## config.mk

```make
export PLATFORM = sky130hd
export DESIGN_NAME = axi_sram_bridge
export DESIGN_NICKNAME = d
export VERILOG_FILES = /design/src/verilog/axi_sram_pkg.sv /design/src/verilog/axi_req_decode.sv /design/src/verilog/axi_burst_exec.sv /design/src/verilog/axi_resp_gen.sv /design/src/verilog/axi_sram_bridge.sv
export SDC_FILE = /design/constraint.sdc
export NUM_CORES = 1
export LEC_CHECK = 0
export ABC_AREA = 1
export ABC_CLOCK_PERIOD_IN_PS = 3470
export BUFFER_PORTS_ARGS = -buffer_cell sky130_fd_sc_hd__buf_2
export CORE_AREA = 5 5 153 155
export CTS_CLUSTER_DIAMETER = 80
export DETAILED_ROUTE_END_ITERATION = 10
export DIE_AREA = 0 0 158 160
export GPL_TIMING_DRIVEN = 0
export PLACE_DENSITY_LB_ADDON = 0.12
export SLEW_MARGIN = 20
export SYNTH_ARGS = -nofsm -noshare
export SYNTH_HDL_FRONTEND = slang
export SYNTH_SLANG_ARGS = --single-unit
```

## constraint.sdc

```tcl
create_clock -name ACLK -period 3.47 [get_ports ACLK]
set_input_delay 0.347 -clock ACLK [delete_from_list [all_inputs] [get_ports ACLK]]
set_output_delay 0.347 -clock ACLK [all_outputs]
set_load 0.005 [all_outputs]
```

## src/verilog/axi_sram_pkg.sv

```systemverilog
/*
  AXI4 SRAM bridge shared types
*/

package axi_sram_pkg;

  // ----------------------------------------------------------------------
  // Fixed AXI field widths
  // ----------------------------------------------------------------------
  localparam int AXI_LEN_W  = 8;   // Beats minus one
  localparam int AXI_RESP_W = 2;

  // Kind of granted request
  typedef enum logic
  {
    OP_READ  = 1'b0,
    OP_WRITE = 1'b1
  } op_e;

  // Burst engine states
  typedef enum logic [1:0]
  {
    EX_IDLE  = 2'b00,
    EX_READ  = 2'b01,
    EX_WRITE = 2'b10,
    EX_WRESP = 2'b11
  } exec_state_e;

  // AXI response codes of which only OKAY is driven
  typedef enum logic [AXI_RESP_W-1:0]
  {
    RESP_OKAY   = 2'b00,
    RESP_EXOKAY = 2'b01,
    RESP_SLVERR = 2'b10,
    RESP_DECERR = 2'b11
  } resp_e;

endpackage

```

## src/verilog/axi_req_decode.sv

```systemverilog
/*
  AXI address channel arbiter
*/

module axi_req_decode
  import axi_sram_pkg::*;
#(
  parameter int ID_WIDTH       = 4,
  parameter int ADDR_WIDTH     = 32,
  parameter int DATA_WIDTH     = 64,
  parameter int MEM_ADDR_WIDTH = 10
)
(
  input  logic                      ACLK,
  input  logic                      ARESETn,

  // Write address channel
  input  logic [ID_WIDTH-1:0]       awid_i,
  input  logic [ADDR_WIDTH-1:0]     awaddr_i,
  input  logic [AXI_LEN_W-1:0]      awlen_i,
  input  logic                      awvalid_i,
  output logic                      awready_o,

  // Read address channel
  input  logic [ID_WIDTH-1:0]       arid_i,
  input  logic [ADDR_WIDTH-1:0]     araddr_i,
  input  logic [AXI_LEN_W-1:0]      arlen_i,
  input  logic                      arvalid_i,
  output logic                      arready_o,

  // Command to the burst engine
  output logic                      cmd_valid_o,
  output op_e                       cmd_op_o,
  output logic [ID_WIDTH-1:0]       cmd_id_o,
  output logic [MEM_ADDR_WIDTH-1:0] cmd_addr_o,
  output logic [AXI_LEN_W-1:0]      cmd_len_o,
  input  logic                      cmd_ready_i
);

  // Byte lane bits below the word address
  localparam int OFFSET_BITS = $clog2(DATA_WIDTH / 8);

  logic prio_wr_q;   // 1 favours AW, 0 favours AR
  logic can_grant;
  logic grant_aw;
  logic grant_ar;

  // ----------------------------------------------------------------------
  // Grant logic
  // ----------------------------------------------------------------------
  // Engine idle and no command waiting
  assign can_grant = cmd_ready_i & ~cmd_valid_o;

  assign grant_aw = can_grant & awvalid_i & (~arvalid_i | prio_wr_q);
  assign grant_ar = can_grant & arvalid_i & ~grant_aw;

  assign awready_o = grant_aw;
  assign arready_o = grant_ar;

  // Priority flips only when something was granted
  always_ff @(posedge ACLK or negedge ARESETn)
  begin
    if (!ARESETn)
      prio_wr_q <= 1'b0;
    else if (grant_aw | grant_ar)
      prio_wr_q <= ~prio_wr_q;
  end

  // ----------------------------------------------------------------------
  // Command register
  // ----------------------------------------------------------------------
  always_ff @(posedge ACLK or negedge ARESETn)
  begin
    if (!ARESETn)
      cmd_valid_o <= 1'b0;
    else if (grant_aw | grant_ar)
      cmd_valid_o <= 1'b1;
    else if (cmd_ready_i)
      cmd_valid_o <= 1'b0;   // Taken by the engine
  end

  always_ff @(posedge ACLK)
  begin
    if (grant_aw)
    begin
      cmd_op_o   <= OP_WRITE;
      cmd_id_o   <= awid_i;
      cmd_addr_o <= awaddr_i[OFFSET_BITS +: MEM_ADDR_WIDTH];
      cmd_len_o  <= awlen_i;
    end
    else if (grant_ar)
    begin
      cmd_op_o   <= OP_READ;
      cmd_id_o   <= arid_i;
      cmd_addr_o <= araddr_i[OFFSET_BITS +: MEM_ADDR_WIDTH];
      cmd_len_o  <= arlen_i;
    end
  end

endmodule

```

## src/verilog/axi_burst_exec.sv

```systemverilog
/*
  Burst engine for the SRAM port
*/

module axi_burst_exec
  import axi_sram_pkg::*;
#(
  parameter int ID_WIDTH       = 4,
  parameter int DATA_WIDTH     = 64,
  parameter int MEM_ADDR_WIDTH = 10
)
(
  input  logic                      ACLK,
  input  logic                      ARESETn,

  // Command from decode
  input  logic                      cmd_valid_i,
  input  op_e                       cmd_op_i,
  input  logic [ID_WIDTH-1:0]       cmd_id_i,
  input  logic [MEM_ADDR_WIDTH-1:0] cmd_addr_i,
  input  logic [AXI_LEN_W-1:0]      cmd_len_i,
  output logic                      cmd_ready_o,

  // Write data channel
  input  logic [DATA_WIDTH-1:0]     wdata_i,
  input  logic [DATA_WIDTH/8-1:0]   wstrb_i,
  input  logic                      wvalid_i,
  output logic                      wready_o,

  // SRAM port
  output logic                      cen_o,
  output logic                      wen_o,
  output logic [MEM_ADDR_WIDTH-1:0] a_o,
  output logic [DATA_WIDTH-1:0]     d_o,
  output logic [DATA_WIDTH/8-1:0]   be_o,

  // Read beat tags to result
  output logic                      rd_issue_o,
  output logic                      rd_last_o,
  output logic [ID_WIDTH-1:0]       rd_id_o,
  input  logic                      rd_credit_i,

  // Write completion to result
  output logic                      wr_done_o,
  output logic [ID_WIDTH-1:0]       wr_id_o,
  input  logic                      b_free_i
);

  exec_state_e               state_q;
  exec_state_e               state_d;
  logic [AXI_LEN_W-1:0]      beats_q;   // Beats left after the current one
  logic [MEM_ADDR_WIDTH-1:0] addr_q;
  logic [ID_WIDTH-1:0]       id_q;
  logic                      cmd_take;
  logic                      beat_step;
  logic                      last_beat;

  assign cmd_take  = cmd_ready_o & cmd_valid_i;
  assign last_beat = (beats_q == '0);

  // ----------------------------------------------------------------------
  // Next state and SRAM strobes
  // ----------------------------------------------------------------------
  always_comb
  begin
    state_d     = state_q;
    cmd_ready_o = 1'b0;
    wready_o    = 1'b0;
    cen_o       = 1'b1;
    wen_o       = 1'b1;
    rd_issue_o  = 1'b0;
    wr_done_o   = 1'b0;
    beat_step   = 1'b0;

    case (state_q)
      EX_IDLE:
      begin
        cmd_ready_o = 1'b1;
        if (cmd_valid_i)
          state_d = (cmd_op_i == OP_WRITE) ? EX_WRITE : EX_READ;
      end

      EX_READ:
      begin
        if (rd_credit_i)   // Room left in the R queue
        begin
          cen_o      = 1'b0;
          rd_issue_o = 1'b1;
          beat_step  = 1'b1;
          if (last_beat)
            state_d = EX_IDLE;
        end
      end

      EX_WRITE:
      begin
        wready_o = 1'b1;
        if (wvalid_i)
        begin
          cen_o     = 1'b0;
          wen_o     = 1'b0;
          beat_step = 1'b1;
          if (last_beat)
          begin
            wr_done_o = 1'b1;   // B register loads next edge
            state_d   = EX_WRESP;
          end
        end
      end

      EX_WRESP:
      begin
        if (b_free_i)
          state_d = EX_IDLE;
      end

      default: state_d = EX_IDLE;
    endcase
  end

  assign a_o       = addr_q;
  assign d_o       = wdata_i;
  assign be_o      = wstrb_i;
  assign rd_last_o = last_beat;
  assign rd_id_o   = id_q;
  assign wr_id_o   = id_q;

  // ----------------------------------------------------------------------
  // State and beat counter
  // ----------------------------------------------------------------------
  always_ff @(posedge ACLK or negedge ARESETn)
  begin
    if (!ARESETn)
    begin
      state_q <= EX_IDLE;
      beats_q <= '0;
    end
    else
    begin
      state_q <= state_d;
      if (cmd_take)
        beats_q <= cmd_len_i;
      else if (beat_step)
        beats_q <= beats_q - 1'b1;
    end
  end

  // Word address wraps at the top of the memory
  always_ff @(posedge ACLK)
  begin
    if (cmd_take)
    begin
      addr_q <= cmd_addr_i;
      id_q   <= cmd_id_i;
    end
    else if (beat_step)
      addr_q <= addr_q + 1'b1;
  end

endmodule

```

## src/verilog/axi_resp_gen.sv

```systemverilog
/*
  R and B channel responder
*/

module axi_resp_gen
  import axi_sram_pkg::*;
#(
  parameter int ID_WIDTH   = 4,
  parameter int DATA_WIDTH = 64
)
(
  input  logic                  ACLK,
  input  logic                  ARESETn,

  // Read beat tags from execute
  input  logic                  rd_issue_i,
  input  logic                  rd_last_i,
  input  logic [ID_WIDTH-1:0]   rd_id_i,
  output logic                  rd_credit_o,

  // SRAM read data
  input  logic [DATA_WIDTH-1:0] q_i,

  // Read data channel
  output logic [ID_WIDTH-1:0]   rid_o,
  output logic [DATA_WIDTH-1:0] rdata_o,
  output logic [AXI_RESP_W-1:0] rresp_o,
  output logic                  rlast_o,
  output logic                  rvalid_o,
  input  logic                  rready_i,

  // Write completion
  input  logic                  wr_done_i,
  input  logic [ID_WIDTH-1:0]   wr_id_i,
  output logic                  b_free_o,

  // Write response channel
  output logic [ID_WIDTH-1:0]   bid_o,
  output logic [AXI_RESP_W-1:0] bresp_o,
  output logic                  bvalid_o,
  input  logic                  bready_i
);

  // Tag of the read in flight in the SRAM
  logic                  tag_v_q;
  logic                  tag_last_q;
  logic [ID_WIDTH-1:0]   tag_id_q;

  // Two-entry R queue
  logic [ID_WIDTH-1:0]   fifo_id   [2];
  logic [DATA_WIDTH-1:0] fifo_data [2];
  logic                  fifo_last [2];
  logic                  wr_ptr_q;
  logic                  rd_ptr_q;
  logic [1:0]            count_q;
  logic [1:0]            in_use;
  logic                  push;
  logic                  pop;

  assign push = tag_v_q;   // q_i lines up with the tag
  assign pop  = rvalid_o & rready_i;

  // Queued beats plus the one still in the SRAM
  assign in_use      = count_q + {1'b0, tag_v_q};
  assign rd_credit_o = (in_use < 2'd2);

  always_ff @(posedge ACLK or negedge ARESETn)
  begin
    if (!ARESETn)
      tag_v_q <= 1'b0;
    else
      tag_v_q <= rd_issue_i;
  end

  always_ff @(posedge ACLK)
  begin
    tag_last_q <= rd_last_i;
    tag_id_q   <= rd_id_i;
    if (push)
    begin
      fifo_id[wr_ptr_q]   <= tag_id_q;
      fifo_data[wr_ptr_q] <= q_i;
      fifo_last[wr_ptr_q] <= tag_last_q;
    end
  end

  always_ff @(posedge ACLK or negedge ARESETn)
  begin
    if (!ARESETn)
    begin
      wr_ptr_q <= 1'b0;
      rd_ptr_q <= 1'b0;
      count_q  <= '0;
    end
    else
    begin
      if (push)
        wr_ptr_q <= ~wr_ptr_q;
      if (pop)
        rd_ptr_q <= ~rd_ptr_q;
      case ({push, pop})
        2'b10:   count_q <= count_q + 1'b1;
        2'b01:   count_q <= count_q - 1'b1;
        default: count_q <= count_q;
      endcase
    end
  end

  assign rvalid_o = (count_q != '0);
  assign rid_o    = fifo_id[rd_ptr_q];
  assign rdata_o  = fifo_data[rd_ptr_q];
  assign rlast_o  = fifo_last[rd_ptr_q];
  assign rresp_o  = RESP_OKAY;

  // ----------------------------------------------------------------------
  // Write response register
  // ----------------------------------------------------------------------
  always_ff @(posedge ACLK or negedge ARESETn)
  begin
    if (!ARESETn)
      bvalid_o <= 1'b0;
    else if (wr_done_i)
      bvalid_o <= 1'b1;
    else if (bready_i)
      bvalid_o <= 1'b0;   // Accepted
  end

  always_ff @(posedge ACLK)
  begin
    if (wr_done_i)
      bid_o <= wr_id_i;
  end

  assign bresp_o  = RESP_OKAY;
  assign b_free_o = ~bvalid_o;

endmodule

```

## src/verilog/axi_sram_bridge.sv

```systemverilog
/*
  AXI4 slave to SRAM bridge
*/

module axi_sram_bridge
  import axi_sram_pkg::*;
#(
  parameter int ID_WIDTH       = 4,
  parameter int ADDR_WIDTH     = 32,
  parameter int DATA_WIDTH     = 64,
  parameter int MEM_ADDR_WIDTH = 10
)
(
  input  logic                      ACLK,
  input  logic                      ARESETn,

  // Write address channel
  input  logic [ID_WIDTH-1:0]       awid_i,
  input  logic [ADDR_WIDTH-1:0]     awaddr_i,
  input  logic [AXI_LEN_W-1:0]      awlen_i,
  input  logic                      awvalid_i,
  output logic                      awready_o,

  // Write data channel
  input  logic [DATA_WIDTH-1:0]     wdata_i,
  input  logic [DATA_WIDTH/8-1:0]   wstrb_i,
  input  logic                      wvalid_i,
  output logic                      wready_o,

  // Write response channel
  output logic [ID_WIDTH-1:0]       bid_o,
  output logic [AXI_RESP_W-1:0]     bresp_o,
  output logic                      bvalid_o,
  input  logic                      bready_i,

  // Read address channel
  input  logic [ID_WIDTH-1:0]       arid_i,
  input  logic [ADDR_WIDTH-1:0]     araddr_i,
  input  logic [AXI_LEN_W-1:0]      arlen_i,
  input  logic                      arvalid_i,
  output logic                      arready_o,

  // Read data channel
  output logic [ID_WIDTH-1:0]       rid_o,
  output logic [DATA_WIDTH-1:0]     rdata_o,
  output logic [AXI_RESP_W-1:0]     rresp_o,
  output logic                      rlast_o,
  output logic                      rvalid_o,
  input  logic                      rready_i,

  // Single-port SRAM
  output logic                      cen_o,
  output logic                      wen_o,
  output logic [MEM_ADDR_WIDTH-1:0] a_o,
  output logic [DATA_WIDTH-1:0]     d_o,
  output logic [DATA_WIDTH/8-1:0]   be_o,
  input  logic [DATA_WIDTH-1:0]     q_i
);

  // ----------------------------------------------------------------------
  // Internal links
  // ----------------------------------------------------------------------
  logic                      cmd_valid;
  op_e                       cmd_op;
  logic [ID_WIDTH-1:0]       cmd_id;
  logic [MEM_ADDR_WIDTH-1:0] cmd_addr;
  logic [AXI_LEN_W-1:0]      cmd_len;
  logic                      cmd_ready;

  logic                      rd_issue;
  logic                      rd_last;
  logic [ID_WIDTH-1:0]       rd_id;
  logic                      rd_credit;
  logic                      wr_done;
  logic [ID_WIDTH-1:0]       wr_id;
  logic                      b_free;

  axi_req_decode #(
    .ID_WIDTH       (ID_WIDTH),
    .ADDR_WIDTH     (ADDR_WIDTH),
    .DATA_WIDTH     (DATA_WIDTH),
    .MEM_ADDR_WIDTH (MEM_ADDR_WIDTH)
  ) u_decode (
    .ACLK        (ACLK),
    .ARESETn     (ARESETn),
    .awid_i      (awid_i),
    .awaddr_i    (awaddr_i),
    .awlen_i     (awlen_i),
    .awvalid_i   (awvalid_i),
    .awready_o   (awready_o),
    .arid_i      (arid_i),
    .araddr_i    (araddr_i),
    .arlen_i     (arlen_i),
    .arvalid_i   (arvalid_i),
    .arready_o   (arready_o),
    .cmd_valid_o (cmd_valid),
    .cmd_op_o    (cmd_op),
    .cmd_id_o    (cmd_id),
    .cmd_addr_o  (cmd_addr),
    .cmd_len_o   (cmd_len),
    .cmd_ready_i (cmd_ready)
  );

  axi_burst_exec #(
    .ID_WIDTH       (ID_WIDTH),
    .DATA_WIDTH     (DATA_WIDTH),
    .MEM_ADDR_WIDTH (MEM_ADDR_WIDTH)
  ) u_exec (
    .ACLK        (ACLK),
    .ARESETn     (ARESETn),
    .cmd_valid_i (cmd_valid),
    .cmd_op_i    (cmd_op),
    .cmd_id_i    (cmd_id),
    .cmd_addr_i  (cmd_addr),
    .cmd_len_i   (cmd_len),
    .cmd_ready_o (cmd_ready),
    .wdata_i     (wdata_i),
    .wstrb_i     (wstrb_i),
    .wvalid_i    (wvalid_i),
    .wready_o    (wready_o),
    .cen_o       (cen_o),
    .wen_o       (wen_o),
    .a_o         (a_o),
    .d_o         (d_o),
    .be_o        (be_o),
    .rd_issue_o  (rd_issue),
    .rd_last_o   (rd_last),
    .rd_id_o     (rd_id),
    .rd_credit_i (rd_credit),
    .wr_done_o   (wr_done),
    .wr_id_o     (wr_id),
    .b_free_i    (b_free)
  );

  axi_resp_gen #(
    .ID_WIDTH   (ID_WIDTH),
    .DATA_WIDTH (DATA_WIDTH)
  ) u_resp (
    .ACLK        (ACLK),
    .ARESETn     (ARESETn),
    .rd_issue_i  (rd_issue),
    .rd_last_i   (rd_last),
    .rd_id_i     (rd_id),
    .rd_credit_o (rd_credit),
    .q_i         (q_i),
    .rid_o       (rid_o),
    .rdata_o     (rdata_o),
    .rresp_o     (rresp_o),
    .rlast_o     (rlast_o),
    .rvalid_o    (rvalid_o),
    .rready_i    (rready_i),
    .wr_done_i   (wr_done),
    .wr_id_i     (wr_id),
    .b_free_o    (b_free),
    .bid_o       (bid_o),
    .bresp_o     (bresp_o),
    .bvalid_o    (bvalid_o),
    .bready_i    (bready_i)
  );

endmodule

```

==> reports/results.txt <==
status = finished clean
crit path DAT = 2.18 ns
Detail Placement HPWL = 14520 um
Distinct cells, synth = 32
RSZ-0062 raised after global routing = false
power density over cell area = 775.1 mW/mm2
level count of the clock H-tree = 1
die footprint = 0.02528 mm2
Detail Route Antenna Nets = 0
fin crit share = 72.86%
post-CTS sizing = 0
Buf/Inv on CP = 5
syn_area_per_cell = 11.13 um2
crit path max-delay cell type = dfrtp_1
hold path depth = 1
DR DRC count = 0
CTS Buffer Depth = 3
Max-cap violations = 0
WP depth = 9
core area = 0.02169 mm2
Overflow after GRT = 0
CTS tree = done
Rows = 54
global-route wire length before repair = 30020 um
NumNets Final = 1344
total CTS buffers = 23
Fill cells = 1968
Boundary Pins = 397
initial cell density of the core = 39.97%
clk sinks = 202
endpoints failing setup = 0
Ant. Diodes = 0
ratio of cells with drive above 1 in the final layout = 37.38%
post-CTS setup buffer count = 0
Least-Margin Pin Slew = 0.9159 ns
Ys Warns = 0
count of state elements after synthesis = 202
EDFF count, synth = 178
synthesized cell area = 0.008668 mm2
routed via count = 5957
cells after synthesis = 779
cts hold-fix bufs = 11
share of flip-flops with an asynchronous set or reset = 8.911%
Root Buffer Master = clkbuf_16
setup ws final = 0.9418 ns
Setup crit start kind = register
wire per inst = 13.90 um
via/cell ratio = 4.252
min-delay worst type = input port to register
Worst-path clk slew = 0.06 ns
Iteration-0 DRC Markers = 202
Die W = 158 um
final-report hold violation count = 0
gp weighted congestion = 0.7846
r2r worst-path depth = 6
Crit path max-delay family = buffers and inverters
initial antenna violation count = 1
number of I/O port buffers = 276
max incr delay on CP = 0.41 ns
critical path fanouts, max = 10
crit path cell chain = inv_1 > ha_1 > inv_2 > nor2_2 > nand3_2 > inv_2 > buf_4 > nor2_1 > buf_2
vias in the first global route = 5687
area of the multi-input gates = 0.001954 mm2
Slew HR = 38.79%
register area share after synthesis = 68.24%
post-placement cell count = 1341
Final Max Slew Viols = 0
Top FF cell, synth = edfxtp_1
Pre-antenna DRT Iters = 4
CP Capture Type = output pin
post-placement setup slack = 1.096 ns
Sequential cell area = 0.005916 mm2
Routed WL = 19480 um
Clock Skew = 0.01652 ns
synth-to-layout area growth = 31.60%
Clock Latency Late Sink = 0.52 ns
non-filler cells, final = 1401
All-Layer GR Usage = 14.61%
VDD IR max = 0.5216 mV
Max Freq = 395.5 MHz
critical path type = register to output pin
pin count of the biggest net entering global routing = 47
Tmin final = 2.528 ns
leakage power = 5.301 nW
Die Span Y = 160 um
Critical Path RT = 3.12 ns
Crit path top cell by count = inv_2
-- cell usage in the layout (no fill, tap or decap), drive strengths merged --
master and count:
a21o 1, a21oi 2, buf 365, bufinv 2, clkbuf 42, clkinv 9
conb 4, dfrtp 18, dfxtp 6, dlygate4sd3 18, edfxtp 178, ha 9
inv 36, nand2 350, nand3 25, nand4 2, nor2 17, nor3 3
o211ai 1, o21ai 22, o22ai 1, o31ai 1, or2 1, xnor2 3
xor2 5
-- layout make-up --
class                   instances  area share, %
clock buffers                  29          5.331
inverters                      34          1.141
multi-input cells             447          17.13
clock inverters                13          1.141
plain buffers                  99          6.044
flip-flops and latches        202          51.86
well taps                     280          3.071
repair buffers                297          14.28
-- Yosys cell counts, types with 2 or more instances --
cell / count / share of area (%)
nand2_1: 343 / 15
edfxtp_1: 178 / 62
buf_4: 78 / 6.8
inv_1: 30 / 1.3
nand3_1: 24 / 1.4
dfrtp_1: 18 / 5.2
nor2_1: 16 / 0.69
o21ai_0: 15 / 0.87
clkbuf_1: 13 / 0.56
ha_1: 9 / 1.3
buf_2: 7 / 0.40
dfxtp_1: 6 / 1.4
nand2_2: 5 / 0.36
o21ai_2: 5 / 0.51
xor2_1: 5 / 0.51
inv_2: 4 / 0.17
xnor2_1: 3 / 0.30
a21oi_1: 2 / 0.12
nand2_4: 2 / 0.26
nand4_1: 2 / 0.14
nor3_2: 2 / 0.23
o21ai_1: 2 / 0.12
-- kinds of logic (layout without fill, tap and decap cells) --
kind of cell             Yosys count  after routing  synth area share [%]
AND/OR/NAND/NOR                  398            398                 18.24
flip-flops                       202            202                 68.24
buffers and inverters            133            472                 9.425
AO/OA/AOI/OAI                     28             28                 1.934
adder cells (fa/ha/maj)            9              9                 1.299
XOR/XNOR                           8              8                0.8083
other                              1              4               0.04326
-- state kept, by name, summed over array words and instances, names as in the netlist, 2 cells and up --
name                 cells
u_resp.fifo_data       128
u_exec.state_q           2
u_exec.rd_id_o           4
u_decode.cmd_addr_o     10
u_resp.bid_o             4
u_exec.a_o              10
u_resp.tag_id_q          4
u_resp.fifo_id           8
u_decode.cmd_len_o       8
u_exec.beats_q           8
u_resp.fifo_last         2
u_decode.cmd_id_o        4
u_resp.count_q           2
-- metal layers --
metal	global-route usage [%]	up-vias	share of wire [%]
li1	-	3128	-
met1	18.64	2621	41
met2	25.41	182	50
met3	3.762	24	8.1
met4	2.598	2	1.5
met5	0	-	0.056
-- worst paths after layout --
path                                   start  slack, ns                 endpoint
max in group asynchronous            ARESETn       2.84        u_exec.beats_q[5]
min in group asynchronous            ARESETn       0.31          u_resp.rd_ptr_q
setup / recovery           u_exec.state_q[0]       0.94                arready_o
hold / removal                       q_i[36]       0.02  u_resp.fifo_data[1][36]
setup reg to reg           u_exec.state_q[0]       1.16   u_decode.cmd_addr_o[7]
hold reg to reg            u_exec.rd_id_o[1]       0.37       u_resp.tag_id_q[1]
-- per-stage QoR --
step | TNS, ns | util (%) | power [W] | hold WS [ns] | instance area [um2]
global route | 0 | 52.60 | 0.009523 | 0.0002606 | 11410
global placement | -23.01 | 48.02 | 0.006582 | 0.3293 | 10410
detailed placement | 0 | 48.36 | 0.006633 | 0.3310 | 10490
floorplan | 0 | - | 0.005415 | 0.05141 | 8682
CTS | 0 | 52.27 | 0.008999 | 0.0001552 | 11340
finish | 0 | 52.60 | 0.008842 | 0.02083 | 11410
-- power by group --
part | total [W] | switching (W) | internal (W)
logic | 0.00291 | 0.00180 | 0.00112
registers | 0.00360 | 0.000238 | 0.00336
clock network | 0.00233 | 0.000927 | 0.00140
Power figures use the tool's default switching activity.
